## src/psram_pkg.sv

```systemverilog
/* PSRAM controller shared definitions */

package psram_pkg;

	// Bus and data widths
	localparam int ADDR_W = 25;
	localparam int DATA_W = 16;

	// One step is four clk phases
	localparam int PHASES = 4;

	// 150 us and 400 ns at 48 MHz
	localparam int STARTUP_CYCLES = 7200;
	localparam int RESET_DELAY_CYCLES = 20;

	// Step counts per command
	localparam logic [4:0] STEPS_RESET = 5'd3;
	localparam logic [4:0] STEPS_WRLAT = 5'd8;
	localparam logic [4:0] STEPS_RDMEM = 5'd15;
	localparam logic [4:0] STEPS_WRMEM = 5'd18;

	// First step that carries burst data
	localparam logic [4:0] FIRST_DATA_STEP = 5'd10;

	// Burst lengths in 16-bit words
	localparam int WR_WORDS = 8;
	localparam int RD_WORDS = 4;

	// Bus command bytes
	localparam logic [7:0] OPC_RESET_EN = 8'h66;
	localparam logic [7:0] OPC_RESET = 8'h99;
	localparam logic [7:0] OPC_WRITE_EN = 8'h06;
	localparam logic [7:0] OPC_WRITE_REG = 8'h71;
	localparam logic [7:0] OPC_READ = 8'hEE;
	localparam logic [7:0] OPC_WRITE = 8'hDE;

	// Latency 3 setting
	localparam logic [15:0] CR0_VALUE = 16'h8FEF;

	typedef enum logic [1:0] {
		OP_RESET,
		OP_WRLAT,
		OP_RDMEM,
		OP_WRMEM
	} cmd_op_t;

	typedef enum logic [2:0] {
		ST_IDLE,
		ST_STARTUP,
		ST_RESET,
		ST_RESET_DELAY,
		ST_CONFIG,
		ST_READY,
		ST_READ,
		ST_WRITE
	} seq_state_t;

	typedef struct packed {
		logic valid;
		cmd_op_t op;
		logic [ADDR_W-1:0] addr;
	} launch_t;

	// Per-phase values of one step, index is the phase
	typedef struct packed {
		logic [3:0] sclk;
		logic [3:0] cs;
		logic [3:0] doe;
		logic [3:0] rwds;
		logic [3:0] rwds_oe;
		logic [3:0][7:0] data;
		logic [3:0][1:0] le;
		logic last;
		logic wrdy;
	} step_wave_t;

	typedef struct packed {
		logic [7:0] data;
		logic data_oe;
		logic [1:0] le;
		logic sclk;
		logic cs;
		logic rwds;
		logic rwds_oe;
	} pad_out_t;

endpackage

```

## src/psram_sequencer.sv

```systemverilog
/* PSRAM start-up and dispatch sequencer */

module psram_sequencer (
	input  logic                         clk,
	input  logic                         reset,
	input  logic                         done,
	input  logic [psram_pkg::ADDR_W-1:0] awaddr,
	input  logic [psram_pkg::ADDR_W-1:0] araddr,
	input  logic                         awvalid,
	input  logic                         arvalid,
	output logic                         awready,
	output logic                         arready,
	output logic                         bvalid,
	output logic                         psram_ready,
	output psram_pkg::launch_t           launch
);

	psram_pkg::seq_state_t state;
	logic [12:0] delay;

	function automatic psram_pkg::launch_t make_launch(
		input psram_pkg::cmd_op_t op,
		input logic [psram_pkg::ADDR_W-1:0] addr
	);
		psram_pkg::launch_t l;
		l.valid = 1'b1;
		l.op = op;
		l.addr = addr;
		return l;
	endfunction

	// Writes win over reads
	assign awready = (state == psram_pkg::ST_READY) && awvalid;
	assign arready = (state == psram_pkg::ST_READY) && arvalid && !awvalid;

	////////////////////////////////////////////////////////////
	// Delay counter for startup and post-reset wait

	always_ff @(posedge clk) begin
		if (reset) begin
			delay <= '0;
		end else if (state == psram_pkg::ST_IDLE) begin
			delay <= 13'(psram_pkg::STARTUP_CYCLES);
		end else if (state == psram_pkg::ST_RESET && done) begin
			delay <= 13'(psram_pkg::RESET_DELAY_CYCLES);
		end else if (delay != 13'd0) begin
			delay <= delay - 13'd1;
		end
	end

	////////////////////////////////////////////////////////////
	// Main state machine

	always_ff @(posedge clk) begin
		if (reset) begin
			state <= psram_pkg::ST_IDLE;
			launch <= '0;
		end else begin
			// Launch is a single-cycle pulse
			launch.valid <= 1'b0;
			case (state)
				psram_pkg::ST_IDLE: state <= psram_pkg::ST_STARTUP;
				psram_pkg::ST_STARTUP: if (delay == 13'd0) begin
					state <= psram_pkg::ST_RESET;
					launch <= make_launch(psram_pkg::OP_RESET, '0);
				end
				psram_pkg::ST_RESET: if (done) state <= psram_pkg::ST_RESET_DELAY;
				psram_pkg::ST_RESET_DELAY: if (delay == 13'd0) begin
					state <= psram_pkg::ST_CONFIG;
					launch <= make_launch(psram_pkg::OP_WRLAT, '0);
				end
				psram_pkg::ST_CONFIG: if (done) state <= psram_pkg::ST_READY;
				psram_pkg::ST_READY: begin
					if (awvalid) begin
						state <= psram_pkg::ST_WRITE;
						launch <= make_launch(psram_pkg::OP_WRMEM, awaddr);
					end else if (arvalid) begin
						state <= psram_pkg::ST_READ;
						launch <= make_launch(psram_pkg::OP_RDMEM, araddr);
					end
				end
				psram_pkg::ST_READ: if (done) state <= psram_pkg::ST_READY;
				psram_pkg::ST_WRITE: if (done) state <= psram_pkg::ST_READY;
				default: state <= psram_pkg::ST_IDLE;
			endcase
		end
	end

	// Status and write response
	always_ff @(posedge clk) begin
		if (reset) begin
			psram_ready <= 1'b0;
			bvalid <= 1'b0;
		end else begin
			psram_ready <= psram_ready | (state == psram_pkg::ST_READY);
			bvalid <= (state == psram_pkg::ST_WRITE) && done;
		end
	end

	// A grant goes to one port only and lasts one cycle
	a_grant_pulse: assert property (@(posedge clk) disable iff (reset)
		(awready || arready) |-> !(awready && arready) ##1 !(awready || arready));

	// Engine must finish before the next command goes out
	a_no_overlap: assert property (@(posedge clk) disable iff (reset)
		launch.valid |=> (!launch.valid throughout done [->1]));

endmodule

```

## src/psram_wave_table.sv

```systemverilog
/* PSRAM command waveform table */

module psram_wave_table (
	input  psram_pkg::cmd_op_t           op,
	input  logic [4:0]                   step,
	input  logic [psram_pkg::ADDR_W-1:0] addr,
	input  logic [psram_pkg::DATA_W-1:0] wdata,
	output psram_pkg::step_wave_t        wave
);

	logic [31:0] cmd_addr;
	logic [3:0][7:0] addr_bytes;
	logic frame;
	logic drive;
	logic wr_beat;
	logic [3:0][7:0] bytes;
	logic [3:0][1:0] le;
	logic last;
	logic wrdy;

	// First byte on the rising edge, second on the falling edge
	function automatic logic [3:0][7:0] ddr(input logic [7:0] first, input logic [7:0] second);
		return {second, second, first, first};
	endfunction

	// Reads fetch 8-byte blocks, writes 16-byte blocks
	assign cmd_addr = (op == psram_pkg::OP_WRMEM) ? {7'd0, addr[24:4], 4'd0}
		: {7'd0, addr[24:3], 3'd0};
	assign addr_bytes = (step == 5'd1) ? ddr(cmd_addr[31:24], cmd_addr[23:16])
		: ddr(cmd_addr[15:8], cmd_addr[7:0]);

	always_comb begin
		frame = 1'b0;
		drive = 1'b0;
		wr_beat = 1'b0;
		bytes = '0;
		le = '0;
		last = 1'b0;
		wrdy = 1'b0;
		case (op)
			psram_pkg::OP_RESET: begin
				// Reset enable, CS gap, reset
				frame = (step != 5'd1);
				drive = frame;
				if (step == 5'd0)
					bytes = ddr(psram_pkg::OPC_RESET_EN, psram_pkg::OPC_RESET_EN);
				else
					bytes = ddr(psram_pkg::OPC_RESET, psram_pkg::OPC_RESET);
				last = (step == psram_pkg::STEPS_RESET - 5'd1);
			end
			psram_pkg::OP_WRLAT: begin
				// Write enable on both sides of the CR0 write
				frame = (step != 5'd1) && (step != 5'd6);
				drive = frame;
				case (step)
					5'd0, 5'd7: bytes = ddr(psram_pkg::OPC_WRITE_EN, psram_pkg::OPC_WRITE_EN);
					5'd2: bytes = ddr(psram_pkg::OPC_WRITE_REG, psram_pkg::OPC_WRITE_REG);
					5'd4: bytes = ddr(8'h00, 8'h04);
					5'd5: bytes = ddr(psram_pkg::CR0_VALUE[15:8], psram_pkg::CR0_VALUE[7:0]);
					default: bytes = '0;
				endcase
				last = (step == psram_pkg::STEPS_WRLAT - 5'd1);
			end
			psram_pkg::OP_RDMEM: begin
				// Last step only closes the frame and drains LE1
				frame = (step < psram_pkg::STEPS_RDMEM - 5'd1);
				drive = (step < 5'd3);
				if (step == 5'd0)
					bytes = ddr(psram_pkg::OPC_READ, psram_pkg::OPC_READ);
				else if (step < 5'd3)
					bytes = addr_bytes;
				if (step >= psram_pkg::FIRST_DATA_STEP &&
					step < psram_pkg::FIRST_DATA_STEP + 5'(psram_pkg::RD_WORDS))
					le[2] = 2'b01;
				if (step > psram_pkg::FIRST_DATA_STEP &&
					step <= psram_pkg::FIRST_DATA_STEP + 5'(psram_pkg::RD_WORDS))
					le[0] = 2'b10;
				last = (step == psram_pkg::STEPS_RDMEM - 5'd1);
			end
			psram_pkg::OP_WRMEM: begin
				frame = (step < psram_pkg::STEPS_WRMEM);
				wr_beat = (step >= psram_pkg::FIRST_DATA_STEP) &&
					(step < psram_pkg::FIRST_DATA_STEP + 5'(psram_pkg::WR_WORDS));
				drive = (step < 5'd3) || wr_beat;
				// Ask for the next word one step ahead of its beat
				wrdy = (step >= psram_pkg::FIRST_DATA_STEP - 5'd1) &&
					(step < psram_pkg::FIRST_DATA_STEP + 5'(psram_pkg::WR_WORDS) - 5'd1);
				if (step == 5'd0)
					bytes = ddr(psram_pkg::OPC_WRITE, psram_pkg::OPC_WRITE);
				else if (step < 5'd3)
					bytes = addr_bytes;
				else if (wr_beat)
					bytes = ddr(wdata[15:8], wdata[7:0]);
				last = (step == psram_pkg::STEPS_WRMEM - 5'd1);
			end
			default: begin
			end
		endcase
	end

	always_comb begin
		wave.sclk = frame ? 4'b0110 : 4'b0000;
		wave.cs = {4{frame}};
		wave.doe = {4{drive}};
		// rwds low as write mask, all bytes written
		wave.rwds = 4'b0000;
		wave.rwds_oe = {4{wr_beat}};
		wave.data = bytes;
		wave.le = le;
		wave.last = last;
		wave.wrdy = wrdy;
	end

endmodule

```

## src/psram_step_engine.sv

```systemverilog
/* PSRAM command step engine */

module psram_step_engine (
	input  logic                         clk,
	input  logic                         reset,
	input  psram_pkg::launch_t           launch,
	input  logic [psram_pkg::DATA_W-1:0] wdata,
	output psram_pkg::step_wave_t        wave,
	output logic [1:0]                   phase,
	output logic                         done,
	output logic                         wready
);

	logic busy;
	logic busy_d;
	psram_pkg::cmd_op_t op_q;
	psram_pkg::cmd_op_t op_d;
	logic [psram_pkg::ADDR_W-1:0] addr_q;
	logic [psram_pkg::ADDR_W-1:0] addr_d;
	logic [4:0] step_q;
	logic [4:0] step_d;
	logic [1:0] phase_d;
	logic [psram_pkg::DATA_W-1:0] wdata_q;
	logic [psram_pkg::DATA_W-1:0] wdata_sel;
	logic last_phase;
	psram_pkg::step_wave_t row;

	assign last_phase = (phase == 2'(psram_pkg::PHASES - 1));
	assign done = busy && last_phase && wave.last;
	assign wready = busy && last_phase && wave.wrdy;

	// Live word while it is handed over, held copy for the rest of the beat
	assign wdata_sel = wready ? wdata : wdata_q;

	always_comb begin
		busy_d = busy;
		op_d = op_q;
		addr_d = addr_q;
		step_d = step_q;
		phase_d = busy ? phase + 2'd1 : 2'd0;
		if (launch.valid) begin
			busy_d = 1'b1;
			op_d = launch.op;
			addr_d = launch.addr;
			step_d = 5'd0;
			phase_d = 2'd0;
		end else if (done) begin
			busy_d = 1'b0;
			step_d = 5'd0;
		end else if (busy && last_phase) begin
			step_d = step_q + 5'd1;
		end
	end

	// Row for the step of the coming cycle
	psram_wave_table u_table (
		.op   (op_d),
		.step (step_d),
		.addr (addr_d),
		.wdata(wdata_sel),
		.wave (row)
	);

	always_ff @(posedge clk) begin
		if (reset) begin
			busy <= 1'b0;
			step_q <= '0;
			phase <= '0;
			wave <= '0;
		end else begin
			busy <= busy_d;
			step_q <= step_d;
			phase <= phase_d;
			wave <= busy_d ? row : '0;
		end
	end

	always_ff @(posedge clk) begin
		op_q <= op_d;
		addr_q <= addr_d;
		if (wready)
			wdata_q <= wdata;
	end

	a_phase_wrap: assert property (@(posedge clk) disable iff (reset)
		(phase == 2'd0) && ($past(phase) != 2'd0) |-> ($past(phase) == 2'd3));

endmodule

```

## src/psram_phase_serializer.sv

```systemverilog
/* PSRAM pad phase serializer */

module psram_phase_serializer (
	input  logic                  clk,
	input  logic                  reset,
	input  psram_pkg::step_wave_t wave,
	input  logic [1:0]            phase,
	output psram_pkg::pad_out_t   pads
);

	psram_pkg::pad_out_t pads_d;

	// Slice out the current phase of the step row
	always_comb begin
		pads_d.data = wave.data[phase];
		pads_d.data_oe = wave.doe[phase];
		pads_d.le = wave.le[phase];
		pads_d.sclk = wave.sclk[phase];
		pads_d.cs = wave.cs[phase];
		pads_d.rwds = wave.rwds[phase];
		pads_d.rwds_oe = wave.rwds_oe[phase];
	end

	// Registered straight to the pads
	always_ff @(posedge clk) begin
		if (reset) begin
			pads <= '0;
		end else begin
			pads <= pads_d;
		end
	end

endmodule

```

## src/psram_read_capture.sv

```systemverilog
/* PSRAM read data capture */

module psram_read_capture (
	input  logic        clk,
	input  logic        reset,
	input  logic [1:0]  spi_le_in,
	input  logic [7:0]  spi_data_in,
	input  logic        spi_rwds_in,
	output logic [17:0] rdata,
	output logic        rvalid
);

	logic [1:0] le_q;
	logic [8:0] byte_q;
	logic [8:0] first_q;

	// Input registers
	always_ff @(posedge clk) begin
		if (reset) begin
			le_q <= '0;
		end else begin
			le_q <= spi_le_in;
		end
	end

	// {rwds, byte} pairs, first half held until LE1
	always_ff @(posedge clk) begin
		byte_q <= {spi_rwds_in, spi_data_in};
		if (le_q[0])
			first_q <= byte_q;
	end

	assign rdata = {first_q, byte_q};
	assign rvalid = le_q[1];

endmodule

```

## src/psram_ctrl.sv

```systemverilog
/* PSRAM controller top level */

module psram_ctrl (
	input  logic                         clk,
	input  logic                         reset,
	output psram_pkg::pad_out_t          pads,
	input  logic [1:0]                   spi_le_in,
	input  logic [7:0]                   spi_data_in,
	input  logic                         spi_rwds_in,
	output logic                         psram_ready,
	input  logic [psram_pkg::DATA_W-1:0] wdata,
	output logic                         wready,
	input  logic [psram_pkg::ADDR_W-1:0] awaddr,
	input  logic                         awvalid,
	output logic                         awready,
	output logic                         bvalid,
	input  logic [psram_pkg::ADDR_W-1:0] araddr,
	input  logic                         arvalid,
	output logic                         arready,
	output logic [17:0]                  rdata,
	output logic                         rvalid
);

	psram_pkg::launch_t launch;
	psram_pkg::step_wave_t wave;
	logic [1:0] phase;
	logic done;

	psram_sequencer u_seq (
		.clk(clk), .reset(reset), .done(done),
		.awaddr(awaddr), .araddr(araddr), .awvalid(awvalid), .arvalid(arvalid),
		.awready(awready), .arready(arready), .bvalid(bvalid),
		.psram_ready(psram_ready), .launch(launch)
	);

	psram_step_engine u_engine (
		.clk(clk), .reset(reset), .launch(launch), .wdata(wdata),
		.wave(wave), .phase(phase), .done(done), .wready(wready)
	);

	psram_phase_serializer u_ser (
		.clk(clk), .reset(reset), .wave(wave), .phase(phase), .pads(pads)
	);

	psram_read_capture u_capture (
		.clk(clk), .reset(reset), .spi_le_in(spi_le_in), .spi_data_in(spi_data_in),
		.spi_rwds_in(spi_rwds_in), .rdata(rdata), .rvalid(rvalid)
	);

endmodule

```

## config.mk

```make
export PLATFORM = sky130hd
export DESIGN_NAME = psram_ctrl
export DESIGN_NICKNAME = d
export VERILOG_FILES = /design/src/psram_pkg.sv /design/src/psram_sequencer.sv /design/src/psram_wave_table.sv /design/src/psram_step_engine.sv /design/src/psram_phase_serializer.sv /design/src/psram_read_capture.sv /design/src/psram_ctrl.sv
export SDC_FILE = /design/constraint.sdc
export NUM_CORES = 1
export LEC_CHECK = 0
export ABC_AREA = 1
export BUFFER_PORTS_ARGS = -buffer_cell sky130_fd_sc_hd__buf_4
export CORE_ASPECT_RATIO = 0.5
export CORE_MARGIN = 8
export CORE_UTILIZATION = 45
export CTS_CLUSTER_SIZE = 12
export DETAILED_ROUTE_END_ITERATION = 10
export GPL_TIMING_DRIVEN = 1
export PLACE_DENSITY = 0.77
export SYNTH_ARGS = -nofsm -noshare
export SYNTH_HDL_FRONTEND = slang
export SYNTH_SLANG_ARGS = --single-unit
```

## constraint.sdc

```tcl
create_clock -name clk -period 6.4 [get_ports clk]
set_clock_uncertainty 0.2 [all_clocks]
set_input_delay 1.28 -clock clk [delete_from_list [all_inputs] [get_ports clk]]
set_output_delay 1.28 -clock clk [all_outputs]
set_load 0.01 [all_outputs]
```

==> load_flow_metrics.sql, run 1 <==
INSERT INTO impl_metrics (metric_group, metric, value, unit) VALUES
('drt', 'wirelength', '14.5', 'mm'),
('clock_tree', 'cts.hold.buffers_added', '0', ''),
('placed_design', 'gpl.final_weighted_congestion', '0.936', ''),
('sta', 'timing.max_slew.rel_slack', '54.9', '%'),
('finish', 'filler_cell_count', '1222', ''),
('clock_tree', 'cts_max_path_buffers', '2', ''),
('worst_setup_path', 'rrSetupSlack', '3340', 'ps'),
('clock_tree', 'cts-root-buf', 'sky130_fd_sc_hd__clkbuf_16', ''),
('drt', 'route.detailed.wl_per_inst', '13.7', 'um'),
('synth', 'yosys.area_share.simple', '30.1', '%'),
('synth', 'avgSynthCellArea', '8.08', 'um^2'),
('clock_tree', 'tritoncts.num_buffers', '17', ''),
('finish', 'final_cell_mix', 'sky130_fd_sc_hd__nand2_1 (196), sky130_fd_sc_hd__dfxtp_1 (139), sky130_fd_sc_hd__buf_4 (115)', ''),
('synth', 'netlist_top_cells_area', 'sky130_fd_sc_hd__dfxtp_1 (45%), sky130_fd_sc_hd__nand2_1 (12%), sky130_fd_sc_hd__nor2_1 (4.9%), sky130_fd_sc_hd__edfxtp_1 (4.4%), sky130_fd_sc_hd__inv_1 (4.0%)', ''),
('worst_setup_path', 'timing_worst_setup_path_type', 'reg -> out', ''),
('global_route', 'grt_max_degree', '45', ''),
('clock_tree', 'worst_skew_pair.late_latency', '410', 'ps'),
('placed_design', 'hpwl_after_detailed_placement', '11.0', 'mm'),
('synth', 'yosys.area_share.xor_xnor', '0.710', '%'),
('clock_tree', 'cts_setup_buffers', '0', ''),
('worst_setup_path', 'worst-r2r-cell-count', '14', ''),
('worst_setup_path', 'crit_buf_inv', '3', ''),
('synth', 'synth.area.mux_share', '0.812', '%'),
('synth', 'synth_top_area_share', '45.1', '%'),
('drt', 'drt_pass1_iterations', '6', ''),
('finish', 'finish.utilization', '57.0', '%'),
('worst_setup_path', 'timing.critical_path.required', '4920', 'ps'),
('worst_setup_path', 'critical_path.slowest_cell', 'sky130_fd_sc_hd__dfxtp_1', ''),
('global_route', 'grt_pass1_wl', '24.7', 'mm'),
('clock_tree', 'cts-htree-levels', '4', ''),
('sta', 'final.min_clock_period', '4010', 'ps'),
('clock_tree', 'cts_tree', 'done', ''),
('synth', 'yosys_register_bits', '148', ''),
('drt', 'routed-via-count', '5328', ''),
('synth', 'synthesized_net_count', '847', ''),
('clock_tree', 'clk_pin_slew_worst_paths', '60', 'ps'),
('worst_setup_path', 'max_stage_delay', '610', 'ps'),
('worst_setup_path', 'crit_fanout', '17', ''),
('sta', 'max_clock_freq', '250', 'MHz'),
('placed_design', 'placement.cell_area', '7100', 'um^2'),
('synth', 'yosysWarnings', '0', ''),
('synth', 'netlist-cell-type-count', '50', ''),
('global_route', 'grt_overflow_total', '0', ''),
('floorplanning', 'chipWidth', '182', 'um'),
('worst_setup_path', 'reg2reg_to', 'u_engine.wave[41]$_SDFF_PP0_', ''),
('floorplanning', 'die_area', '17900', 'um^2'),
('floorplanning', 'floorplan.initialDensity', '45.8', '%'),
('min_path', 'holdCritPathClass', 'reg -> reg', ''),
('synth', 'synth_compound_gate_area_share', '11.2', '%'),
('min_path', 'timing.hold.worst.start', 'u_engine.wave[42]$_SDFF_PP0_', ''),
('synth', 'synth_sequential_area_ratio', '49.5', '%'),
('worst_setup_path', 'cp.arrival', '2530', 'ps'),
('synth', 'mappedNetlistArea', '6170', 'um^2'),
('run_status', 'status', 'finished clean', ''),
('sta', 'final_hold_violation_count', '0', ''),
('floorplanning', 'io_pins', '120', ''),
('finish', 'leading_cell_type_in_the_layout_fill_and_taps_excluded', 'sky130_fd_sc_hd__nand2_1', ''),
('worst_setup_path', 'crit_family', 'buffers and inverters', ''),
('finish', 'post_route_cells_drive_above_1_share', '22.8', '%'),
('synth', 'synth_edf_count', '9', ''),
('sta', 'post-route-period-util', '62.6', '%'),
('clock_tree', 'cts_resized', '0', ''),
('job', 'maxCapViolations', '0', ''),
('synth', 'postSynth.topFlopCell', 'sky130_fd_sc_hd__dfxtp_1', ''),
('power', 'power_density', '366', 'nW/um^2'),
('sta', 'maxSlewViolCount', '0', ''),
('min_path', 'worst_hold_path.num_cells', '2', ''),
('synth', 'netlist.top_cell.by_area', 'sky130_fd_sc_hd__dfxtp_1', ''),
('worst_setup_path', 'r2r_start', 'u_engine.phase[1]$_SDFF_PP0_', ''),
('synth', 'post_synth_inst_count', '763', ''),
('floorplanning', 'rows', '30', '');
per-stage QoR:
| stage | instances | setup WS [ps] | hold WS [ps] | power [mW] |
|---|---|---|---|---|
| 2_1_floorplan | 763 | 3200 | 188 | 1.67 |
| 3_3_place_gp | 1029 | 2650 | 197 | 1.83 |
| 3_5_place_dp | 1029 | 2620 | 198 | 1.86 |
| 4_1_cts | 1061 | 2380 | 203 | 2.82 |
| 5_1_grt | 1061 | 2110 | 218 | 2.98 |
| 6_report | 1061 | 2390 | 198 | 2.81 |
worst max-delay path by stage:
stage	to	cells after the start	slack, ps	start
finish	wready	5	2390	u_engine.phase[1]$_SDFF_PP0_
CTS	wready	5	2380	u_engine.phase[1]$_SDFF_PP0_
detailed placement	arready	5	2620	awvalid
floorplan	arready	4	3200	awvalid
global route	wready	5	2110	u_engine.phase[1]$_SDFF_PP0_
global placement	arready	5	2650	awvalid
state kept, by name, indices dropped and copies added (netlist names):
signal / cells
u_capture.le_q: 2
u_capture.byte_q: 9
u_capture.first_q: 9
u_ser.pads: 14
u_engine.wave: 23
u_engine.wdata_q: 16
u_seq.delay: 13
u_seq.state: 3
u_engine.phase: 2
u_seq.psram_ready: 1
u_seq.bvalid: 1
u_engine.op_q: 2
u_engine.busy: 1
u_engine.step_q: 5
u_seq.launch: 25
u_engine.addr_q: 22
metal layers:
layer,part of all wire [%],vias up,global-route usage (%)
met5,0,-,0
met4,0.95,0,4.57
met3,5.0,14,3.89
met2,46,133,27.5
met1,48,2481,21.1
li1,-,2700,-
cell families (layout without fill, tap and decap cells):
kind of cell / count (synthesis) / after routing
simple gates: 391 / 391
flops: 148 / 148
compound gates: 112 / 112
buf+inv: 98 / 220
xor+xnor: 5 / 5
mux: 5 / 5
fa+ha+maj: 3 / 3
other cells: 1 / 1
final cells by class:
type / count / area [um^2] / share of cell area, %
Sequential cell: 148 / 3050 / 39.8
Multi-Input combinational cell: 517 / 2680 / 34.9
Timing Repair Buffer: 115 / 863 / 11.2
Clock buffer: 21 / 460 / 6.00
Inverter: 73 / 284 / 3.70
Tap cell: 176 / 220 / 2.87
Clock inverter: 11 / 115 / 1.50
worst min-delay path: cells and delay by family, from the launching register on:
family	cells	cell delay (ps)
buffers and inverters	1	40
flip-flops	1	290
AND/OR/NAND/NOR	1	30
synth_stat cells (all sizes together) (3+ instances only):
cell,instances
or2,10
xor2,5
a211oi,3
nor2,94
ha,3
clkbuf,14
a31oi,3
a21oi,46
mux2i,5
dfxtp,139
nand2,213
edfxtp,9
nor3,14
nand3,46
o21ai,30
inv,73
buf,11
nand4,8
a22oi,22
power by group:
part	switching, mW	internal (mW)
sequential	0.0654	1.05
clock	0.391	0.564
combinational	0.465	0.273
(Power assumes the default switching activity.)
==> run 2: changes to the inputs <==
--- a/config.mk
+++ b/config.mk
@@ -5,7 +5,7 @@
 export SDC_FILE = /design/constraint.sdc
 export NUM_CORES = 1
 export LEC_CHECK = 0
-export ABC_AREA = 1
+export ABC_AREA = 0
 export BUFFER_PORTS_ARGS = -buffer_cell sky130_fd_sc_hd__buf_4
 export CORE_ASPECT_RATIO = 0.5
 export CORE_MARGIN = 8
==> constraint.sdc (replaced) <==
create_clock -name clk -period 3.8 [get_ports clk]
set_clock_uncertainty 0.2 [all_clocks]
set_input_delay 0.76 -clock clk [delete_from_list [all_inputs] [get_ports clk]]
set_output_delay 0.76 -clock clk [all_outputs]
set_load 0.01 [all_outputs]
==> load_flow_metrics.sql, run 2 <==
INSERT INTO impl_metrics (metric_group, metric, value, unit) VALUES
('placed_design', 'placement.cell_area', '7140', 'um^2'),
('finish', 'finish.utilization', '57.9', '%'),
('sta', 'post-route-period-util', '80.4', '%'),
('synth', 'most_repeated_cell_in_the_gate_level_netlist_after_synthesis', 'sky130_fd_sc_hd__dfxtp_1', ''),
('synth', 'netlist-cell-type-count', '71', ''),
('clock_tree', 'cts_resized', '0', ''),
('power', 'power.combinational.fraction', '15.8', '%'),
('finish', 'post_route_cells_drive_above_1_share', '29.2', '%'),
('sta', 'max_clock_freq', '327', 'MHz'),
('floorplanning', 'die_area', '17700', 'um^2'),
('global_route', 'top_usage_layer', 'met2', ''),
('drt', 'route.antenna.remaining_nets', '0', ''),
('min_path', 'holdCritPathClass', 'reg -> reg', ''),
('synth', 'yosys_register_bits', '148', ''),
('sta', 'holdWs', '235', 'ps'),
('floorplanning', 'chipWidth', '180', 'um'),
('drt', 'routed-via-count', '5183', ''),
('floorplanning', 'rows', '30', ''),
('synth', 'postSynth.asyncResetShare', '0', '%'),
('global_route', 'grt_pass1_wl', '26.2', 'mm'),
('finish', 'largest_register_ffs', '25', ''),
('finish', 'final_nets', '811', ''),
('global_route', 'gr-usage-met3', '4.08', '%'),
('drt', 'post-route-drc-count', '0', ''),
('global_route', 'vias_in_the_first_global_route', '5071', ''),
('finish', 'leading_cell_type_in_the_layout_fill_and_taps_excluded', 'sky130_fd_sc_hd__dfxtp_1', ''),
('clock_tree', 'cts_setup_buffers', '0', ''),
('sta', 'grt_setup_unrepaired', 'false', ''),
('worst_setup_path', 'r2r_start', 'u_engine.step_q[0]$_SDFF_PP0_', ''),
('placed_design', 'gpl.final_weighted_congestion', '0.929', ''),
('synth', 'yosysWarnings', '0', ''),
('clock_tree', 'tritoncts.num_buffers', '17', ''),
('drt', 'drt_via_density', '5.66', ''),
('finish', 'final_cell_mix', 'sky130_fd_sc_hd__dfxtp_1 (139), sky130_fd_sc_hd__buf_4 (135), sky130_fd_sc_hd__nor2_1 (43)', ''),
('clock_tree', 'clk_pin_slew_worst_paths', '60', 'ps'),
('floorplanning', 'io_pins', '120', ''),
('floorplanning', 'floorplan.initialDensity', '45.4', '%'),
('power', 'post-layout-total-power', '4.04', 'mW'),
('worst_setup_path', 'timing.critical_path.required', '2840', 'ps'),
('worst_setup_path', 'timing_worst_setup_path_type', 'reg -> out', ''),
('min_path', 'worst_case_hold_path_end_point', 'u_capture.first_q[5]$_DFFE_PP_', ''),
('power', 'power_density', '522', 'nW/um^2'),
('power', 'total_switching_power', '1.09', 'mW'),
('drt', 'drtIter0Drc', '303', ''),
('sta', 'final_hold_violation_count', '0', ''),
('global_route', 'grt_overflow_total', '0', ''),
('synth', 'netlist.top_cell.by_area', 'sky130_fd_sc_hd__dfxtp_1', ''),
('min_path', 'timing.hold.worst.start', 'u_capture.byte_q[5]$_DFF_P_', ''),
('synth', 'synth_edf_count', '9', ''),
('min_path', 'worst_hold_path.num_cells', '0', ''),
('finish', 'largest_registers', 'u_seq.launch: 25 flops, u_engine.wave: 23 flops, u_engine.addr_q: 22 flops', ''),
('placed_design', 'hpwl_after_detailed_placement', '12.0', 'mm'),
('drt', 'drt_pass1_iterations', '8', ''),
('global_route', 'grt_max_degree', '54', ''),
('sta', 'timing.max_slew.rel_slack', '38.0', '%'),
('run_status', 'status', 'finished clean', ''),
('clock_tree', 'worst_skew_pair.late_latency', '420', 'ps'),
('power', 'netSwitchingFraction', '27.1', '%'),
('synth', 'synthesized_net_count', '696', ''),
('sta', 'finalSetupViolations', '0', ''),
('clock_tree', 'cts_max_path_buffers', '2', ''),
('job', 'maxCapViolations', '0', ''),
('synth', 'synth_sequential_area_ratio', '50.3', '%'),
('clock_tree', 'cts-htree-levels', '4', ''),
('finish', 'largest_register', 'u_seq.launch', ''),
('synth', 'ys_top_cells_by_count', 'sky130_fd_sc_hd__dfxtp_1 (139), sky130_fd_sc_hd__nor2_1 (43), sky130_fd_sc_hd__nand2_1 (41), sky130_fd_sc_hd__mux2_2 (36), sky130_fd_sc_hd__clkbuf_1 (30)', ''),
('sta', 'maxSlewViolCount', '0', ''),
('worst_setup_path', 'critical_path.startpoint_type', 'flip-flop', ''),
('synth', 'post_synth_inst_count', '612', ''),
('power', 'cell_internal_pwr', '2.95', 'mW'),
('power', 'worst_ir_drop_vdd', '0.251', 'mV'),
('floorplanning', 'die_height', '98.1', 'um'),
('worst_setup_path', 'crit_fanout', '23', ''),
('sta', 'final.setup.tns', '0', 'ps'),
('sta', 'max_slew.worst_pin.slew', '930', 'ps'),
('finish', 'antenna_cells', '0', ''),
('synth', 'synth_top_area_share', '45.8', '%'),
('worst_setup_path', 'cp.arrival', '2100', 'ps'),
('global_route', 'groute.usage.overall', '18.1', '%'),
('global_route', 'grt_antenna_before_repair', '0', ''),
('synth', 'avgSynthCellArea', '9.92', 'um^2'),
('worst_setup_path', 'reg2reg_to', 'u_engine.wave[22]$_SDFF_PP0_', ''),
('sta', 'final.min_clock_period', '3060', 'ps'),
('drt', 'route.detailed.wl_per_inst', '17.8', 'um'),
('clock_tree', 'number_of_clock_sinks_seen_by_cts', '148', ''),
('worst_setup_path', 'rrSetupSlack', '760', 'ps'),
('finish', 'syn2layout_area_growth', '27.4', '%'),
('clock_tree', 'cts.hold.buffers_added', '0', ''),
('placed_design', 'buffers_added_on_ports', '112', ''),
('clock_tree', 'cts-root-buf', 'sky130_fd_sc_hd__clkbuf_16', ''),
('synth', 'mappedNetlistArea', '6070', 'um^2'),
('power', 'sequential_cell_fraction_of_total_power', '42.7', '%'),
('global_route', 'global_route.usage.met2', '28.3', '%'),
('worst_setup_path', 'worst-r2r-cell-count', '8', ''),
('floorplanning', 'design.core.area', '13400', 'um^2'),
('clock_tree', 'cts_tree', 'done', ''),
('synth', 'netlist_top_cells_area', 'sky130_fd_sc_hd__dfxtp_1 (46%), sky130_fd_sc_hd__mux2_2 (6.7%), sky130_fd_sc_hd__edfxtp_1 (4.4%), sky130_fd_sc_hd__o2bb2ai_1 (3.3%), sky130_fd_sc_hd__a22oi_1 (3.0%)', ''),
('power', 'p_leak', '3.10', 'nW'),
('worst_setup_path', 'timing.critical_path.to_type', 'output pin', ''),
('synth', 'postSynth.topFlopCell', 'sky130_fd_sc_hd__dfxtp_1', ''),
('global_route', 'global_routing_met1_resource_utilization', '24.6', '%'),
('power', 'clock_power_share', '41.5', '%'),
('finish', 'final_cell_area', '7740', 'um^2'),
('drt', 'wirelength', '16.3', 'mm');
==> run 2: worst max path at each step <==
stage                                       start                             to  slack, ps  depth (start not counted)
global placement      u_seq.delay[5]$_SDFFE_PP0P_  u_seq.launch[25]$_SDFFE_PP0P_        880                          6
CTS                  u_engine.phase[0]$_SDFF_PP0_                         wready        730                          6
detailed placement  u_engine.step_q[0]$_SDFF_PP0_   u_engine.wave[36]$_SDFF_PP0_        840                          7
finish                u_seq.state[2]$_SDFFE_PP0P_                        awready        740                          5
global route        u_engine.step_q[0]$_SDFF_PP0_   u_engine.wave[22]$_SDFF_PP0_        530                          8
floorplan            u_engine.phase[0]$_SDFF_PP0_   u_engine.wave[19]$_SDFF_PP0_       1120                          7
==> run 2: per-stage QoR <==
stage                     cells  worst slack [ps]
final                       916               745
after global routing        916               532
after CTS                   916               731
after detailed placement    884               843
after global placement      884               878
after floorplan             612              1120
==> run 2: area by class of cell <==
type	instances	area (um^2)
tap	176	220
fill	1149	5620
sequential	148	3050
clock buffer	21	482
timing repair buffer	135	1010
inverter	16	60.1
clock inverter	11	114
multi-input combinational	409	2800
==> run 2: critical path, cell delays in order, from the launching register on <==
cell and delay, ps:
sky130_fd_sc_hd__dfxtp_1 500, sky130_fd_sc_hd__nand2_1 130, sky130_fd_sc_hd__nor2_1 170, sky130_fd_sc_hd__nand2_1 100, sky130_fd_sc_hd__inv_1 530, sky130_fd_sc_hd__buf_4 240
==> run 2: power groups by stage <==
stage	clock network (mW)	logic [mW]	registers [mW]
after floorplan	0	0.419	1.75
after global placement	0	0.618	1.75
after detailed placement	0	0.627	1.76
after CTS	1.69	0.633	1.73
after global routing	1.76	0.704	1.74
final	1.68	0.638	1.73
==> run 2: metal layers <==
metal	up-vias	part of all wire (%)
met5	-	0
met4	0	0.87
met3	15	6.0
met2	169	45
met1	2498	48
li1	2501	-
==> run 2: kinds of logic after synthesis <==
family | after synthesis | synth area share (%)
muxes | 49 | 8.82
AOI/OAI and AO/OA | 159 | 18.6
adders and majority gates | 3 | 0.618
and+or+nand+nor | 182 | 15.7
other | 1 | 0.0617
buffers and inverters | 55 | 3.77
xor gates and xnor gates | 15 | 2.16
DFF | 148 | 50.3
==> run 3: changes to the inputs <==
--- a/config.mk
+++ b/config.mk
@@ -13,7 +13,7 @@
 export CTS_CLUSTER_SIZE = 12
 export DETAILED_ROUTE_END_ITERATION = 10
 export GPL_TIMING_DRIVEN = 1
-export PLACE_DENSITY = 0.77
+export PLACE_DENSITY = 0.8
 export SYNTH_ARGS = -nofsm -noshare
 export SYNTH_HDL_FRONTEND = slang
 export SYNTH_SLANG_ARGS = --single-unit
==> constraint.sdc (replaced) <==
create_clock -name clk -period 2.6 [get_ports clk]
set_clock_uncertainty 0.2 [all_clocks]
set_input_delay 0.52 -clock clk [delete_from_list [all_inputs] [get_ports clk]]
set_output_delay 0.52 -clock clk [all_outputs]
set_load 0.01 [all_outputs]
==> load_flow_metrics.sql, run 3 (synthesis results as in run 2) <==
INSERT INTO impl_metrics (metric_group, metric, value, unit) VALUES
('sta', 'max_clock_freq', '374', 'MHz'),
('min_path', 'worst_hold_path.num_cells', '1', ''),
('finish', 'final_cell_mix', 'sky130_fd_sc_hd__buf_4 (194), sky130_fd_sc_hd__dfxtp_1 (137), sky130_fd_sc_hd__nor2_1 (42)', ''),
('floorplanning', 'rows', '30', ''),
('worst_setup_path', 'r2r_start', 'u_seq.delay[5]$_SDFFE_PP0P_', ''),
('finish', 'post_route_cells_drive_above_1_share', '37.2', '%'),
('run_status', 'status', 'complete, but fails checks', ''),
('finish', 'largest_register', 'u_seq.launch', ''),
('worst_setup_path', 'reg2reg_to', 'u_seq.launch[6]$_SDFFE_PP0P_', ''),
('placed_design', 'hpwl_after_detailed_placement', '12.9', 'mm'),
('global_route', 'groute.usage.overall', '19.5', '%'),
('global_route', 'vias_in_the_first_global_route', '5399', ''),
('finish', 'leading_cell_type_in_the_layout_fill_and_taps_excluded', 'sky130_fd_sc_hd__buf_4', ''),
('placed_design', 'place_worst_setup_slack', '-87.6', 'ps'),
('worst_setup_path', 'timing.critical_path.to_type', 'flip-flop', ''),
('clock_tree', 'cts-htree-levels', '4', ''),
('finish', 'finalNonFillerCells', '986', ''),
('sta', 'maxSlewViolCount', '0', ''),
('clock_tree', 'cts-root-buf', 'sky130_fd_sc_hd__clkbuf_16', ''),
('finish', 'antenna_cells', '0', ''),
('sta', 'timing.max_slew.rel_slack', '57.6', '%'),
('job', 'maxCapViolations', '0', ''),
('drt', 'route.detailed.wl_per_inst', '18.0', 'um'),
('floorplanning', 'die_area', '17700', 'um^2'),
('worst_setup_path', 'timing.critical_path.required', '2690', 'ps'),
('sta', 'holdWs', '17.3', 'ps'),
('finish', 'final_nets', '882', ''),
('run_status', 'violations', 'setup timing', ''),
('clock_tree', 'clk_pin_slew_worst_paths', '60', 'ps'),
('sta', 'final_hold_violation_count', '0', ''),
('global_route', 'grt_pass1_wl', '28.1', 'mm'),
('global_route', 'grt_max_degree', '35', ''),
('global_route', 'grt_overflow_total', '0', ''),
('power', 'p_leak', '3.47', 'nW'),
('clock_tree', 'worst_skew_pair.late_latency', '410', 'ps'),
('drt', 'routed-via-count', '5456', ''),
('worst_setup_path', 'critical_path.startpoint_type', 'flip-flop', ''),
('power', 'netSwitchingFraction', '27.3', '%'),
('placed_design', 'gpl.final_weighted_congestion', '0.920', ''),
('drt', 'drtIter0Drc', '419', ''),
('min_path', 'timing.hold.worst.start', 'spi_data_in[7]', ''),
('worst_setup_path', 'rrSetupSlack', '-70', 'ps'),
('worst_setup_path', 'crit_fanout', '6', ''),
('drt', 'drt_pass1_iterations', '5', ''),
('clock_tree', 'cts_tree', 'done', ''),
('finish', 'syn2layout_area_growth', '39.4', '%'),
('power', 'power.combinational.fraction', '19.6', '%'),
('power', 'cell_internal_pwr', '4.49', 'mW'),
('placed_design', 'buffers_added_on_ports', '112', ''),
('drt', 'route.antenna.remaining_nets', '0', ''),
('drt', 'drt_via_density', '5.53', ''),
('worst_setup_path', 'worst-r2r-cell-count', '7', ''),
('sta', 'worst_slack', '-70.3', 'ps'),
('sta', 'final.min_clock_period', '2670', 'ps'),
('sta', 'max_slew.worst_pin.slew', '619', 'ps'),
('sta', 'final.setup.tns', '-891', 'ps'),
('min_path', 'worst_case_hold_path_end_point', 'u_capture.byte_q[7]$_DFF_P_', ''),
('worst_setup_path', 'timing_worst_setup_path_type', 'reg -> reg', ''),
('clock_tree', 'number_of_clock_sinks_seen_by_cts', '148', ''),
('sta', 'post-route-period-util', '103', '%'),
('finish', 'largest_register_ffs', '25', ''),
('power', 'power_density', '729', 'nW/um^2'),
('floorplanning', 'io_pins', '120', ''),
('drt', 'wirelength', '17.7', 'mm'),
('finish', 'finish.utilization', '63.4', '%'),
('floorplanning', 'chipWidth', '180', 'um'),
('clock_tree', 'cts_max_path_buffers', '2', ''),
('clock_tree', 'tritoncts.num_buffers', '17', ''),
('sta', 'grt_setup_unrepaired', 'true', ''),
('floorplanning', 'floorplan.initialDensity', '45.4', '%'),
('floorplanning', 'design.core.area', '13400', 'um^2'),
('global_route', 'grt_antenna_before_repair', '0', ''),
('power', 'total_switching_power', '1.68', 'mW'),
('worst_setup_path', 'cp.arrival', '2760', 'ps'),
('finish', 'largest_registers', 'u_seq.launch: 25 flops, u_engine.wave: 23 flops, u_engine.addr_q: 22 flops', ''),
('power', 'clock_power_share', '39.6', '%'),
('placed_design', 'inst_count_dp', '936', ''),
('drt', 'post-route-drc-count', '0', ''),
('power', 'worst_ir_drop_vdd', '0.441', 'mV'),
('min_path', 'holdCritPathClass', 'in -> reg', ''),
('sta', 'finalSetupViolations', '23', ''),
('power', 'sequential_cell_fraction_of_total_power', '40.8', '%'),
('floorplanning', 'die_height', '98.1', 'um');
run 3: changes by cell type in the layout (fill, tap and decap cells not counted), moves of 3 or more:
cell	delta
sky130_fd_sc_hd__nand3_1	-3
sky130_fd_sc_hd__dlygate4sd3_1	+7
sky130_fd_sc_hd__nand3_2	+3
sky130_fd_sc_hd__nor2_4	+3
sky130_fd_sc_hd__buf_4	+59
run 3: layer usage:
metal | global-route usage (%) | part of all wire, % | vias up
li1 | - | - | 2643
met1 | 25.9 | 46 | 2604
met2 | 32.0 | 47 | 192
met3 | 4.00 | 5.6 | 17
met4 | 4.86 | 1.2 | 0
met5 | 0 | 0 | -
run 3: area by class of cell:
cell class              instances  area (um^2)
well taps                     176          220
repair buffers                204         1570
fillers                      1098         4900
inverters                      16         60.1
clock buffers                  19          443
clock inverters                12          146
flip-flops and latches        148         3060
multi-input cells             411         2970
run 3: worst max-delay path by stage:
stage	startpoint	endpoint	slack, ps	cells past startpoint
3_5_place_dp	u_seq.delay[5]$_SDFFE_PP0P_	u_seq.launch[25]$_SDFFE_PP0P_	-90	6
5_1_grt	u_seq.delay[5]$_SDFFE_PP0P_	u_seq.launch[4]$_SDFFE_PP0P_	-130	7
6_report	u_seq.delay[5]$_SDFFE_PP0P_	u_seq.launch[6]$_SDFFE_PP0P_	-70	7
4_1_cts	u_seq.delay[5]$_SDFFE_PP0P_	u_seq.launch[25]$_SDFFE_PP0P_	-60	6
3_3_place_gp	u_engine.step_q[0]$_SDFF_PP0_	u_engine.wave[19]$_SDFF_PP0_	-110	8
2_1_floorplan	u_seq.delay[5]$_SDFFE_PP0P_	u_seq.launch[19]$_SDFFE_PP0P_	-40	8
run 3: metrics by stage:
step / area, um^2 / total power [mW]
after CTS: 8260 / 6.14
after global routing: 8470 / 6.41
final: 8470 / 6.18
after detailed placement: 7550 / 3.66
after floorplan: 6090 / 3.17
after global placement: 7550 / 3.62
run 3: critical path: stages, from the launching register on:
cell and delay, ps:
sky130_fd_sc_hd__dfxtp_1 320, sky130_fd_sc_hd__or4_4 530, sky130_fd_sc_hd__or4_4 440, sky130_fd_sc_hd__or4_4 460
sky130_fd_sc_hd__o21ai_4 230, sky130_fd_sc_hd__buf_12 150, sky130_fd_sc_hd__nor2_4 60, sky130_fd_sc_hd__o2bb2ai_1 150
run 3: power groups by stage:
stage | Sequential [mW] | Clock, mW | Combinational [mW]
after floorplan | 2.55 | 0 | 0.618
after global placement | 2.55 | 0 | 1.07
after detailed placement | 2.56 | 0 | 1.10
after CTS | 2.51 | 2.47 | 1.16
after global routing | 2.53 | 2.57 | 1.30
final | 2.52 | 2.45 | 1.21
run 3: what timing repair did:
item                                   4_1_cts  5_1_grt
endpoints found under the hold margin        4        3
buffers inserted                             3        7
gates resized for setup                      8       25
cloned                                       2        0
pin swaps                                    4        6
setup endpoints to repair                   31       47
hold buffers                                 4        3
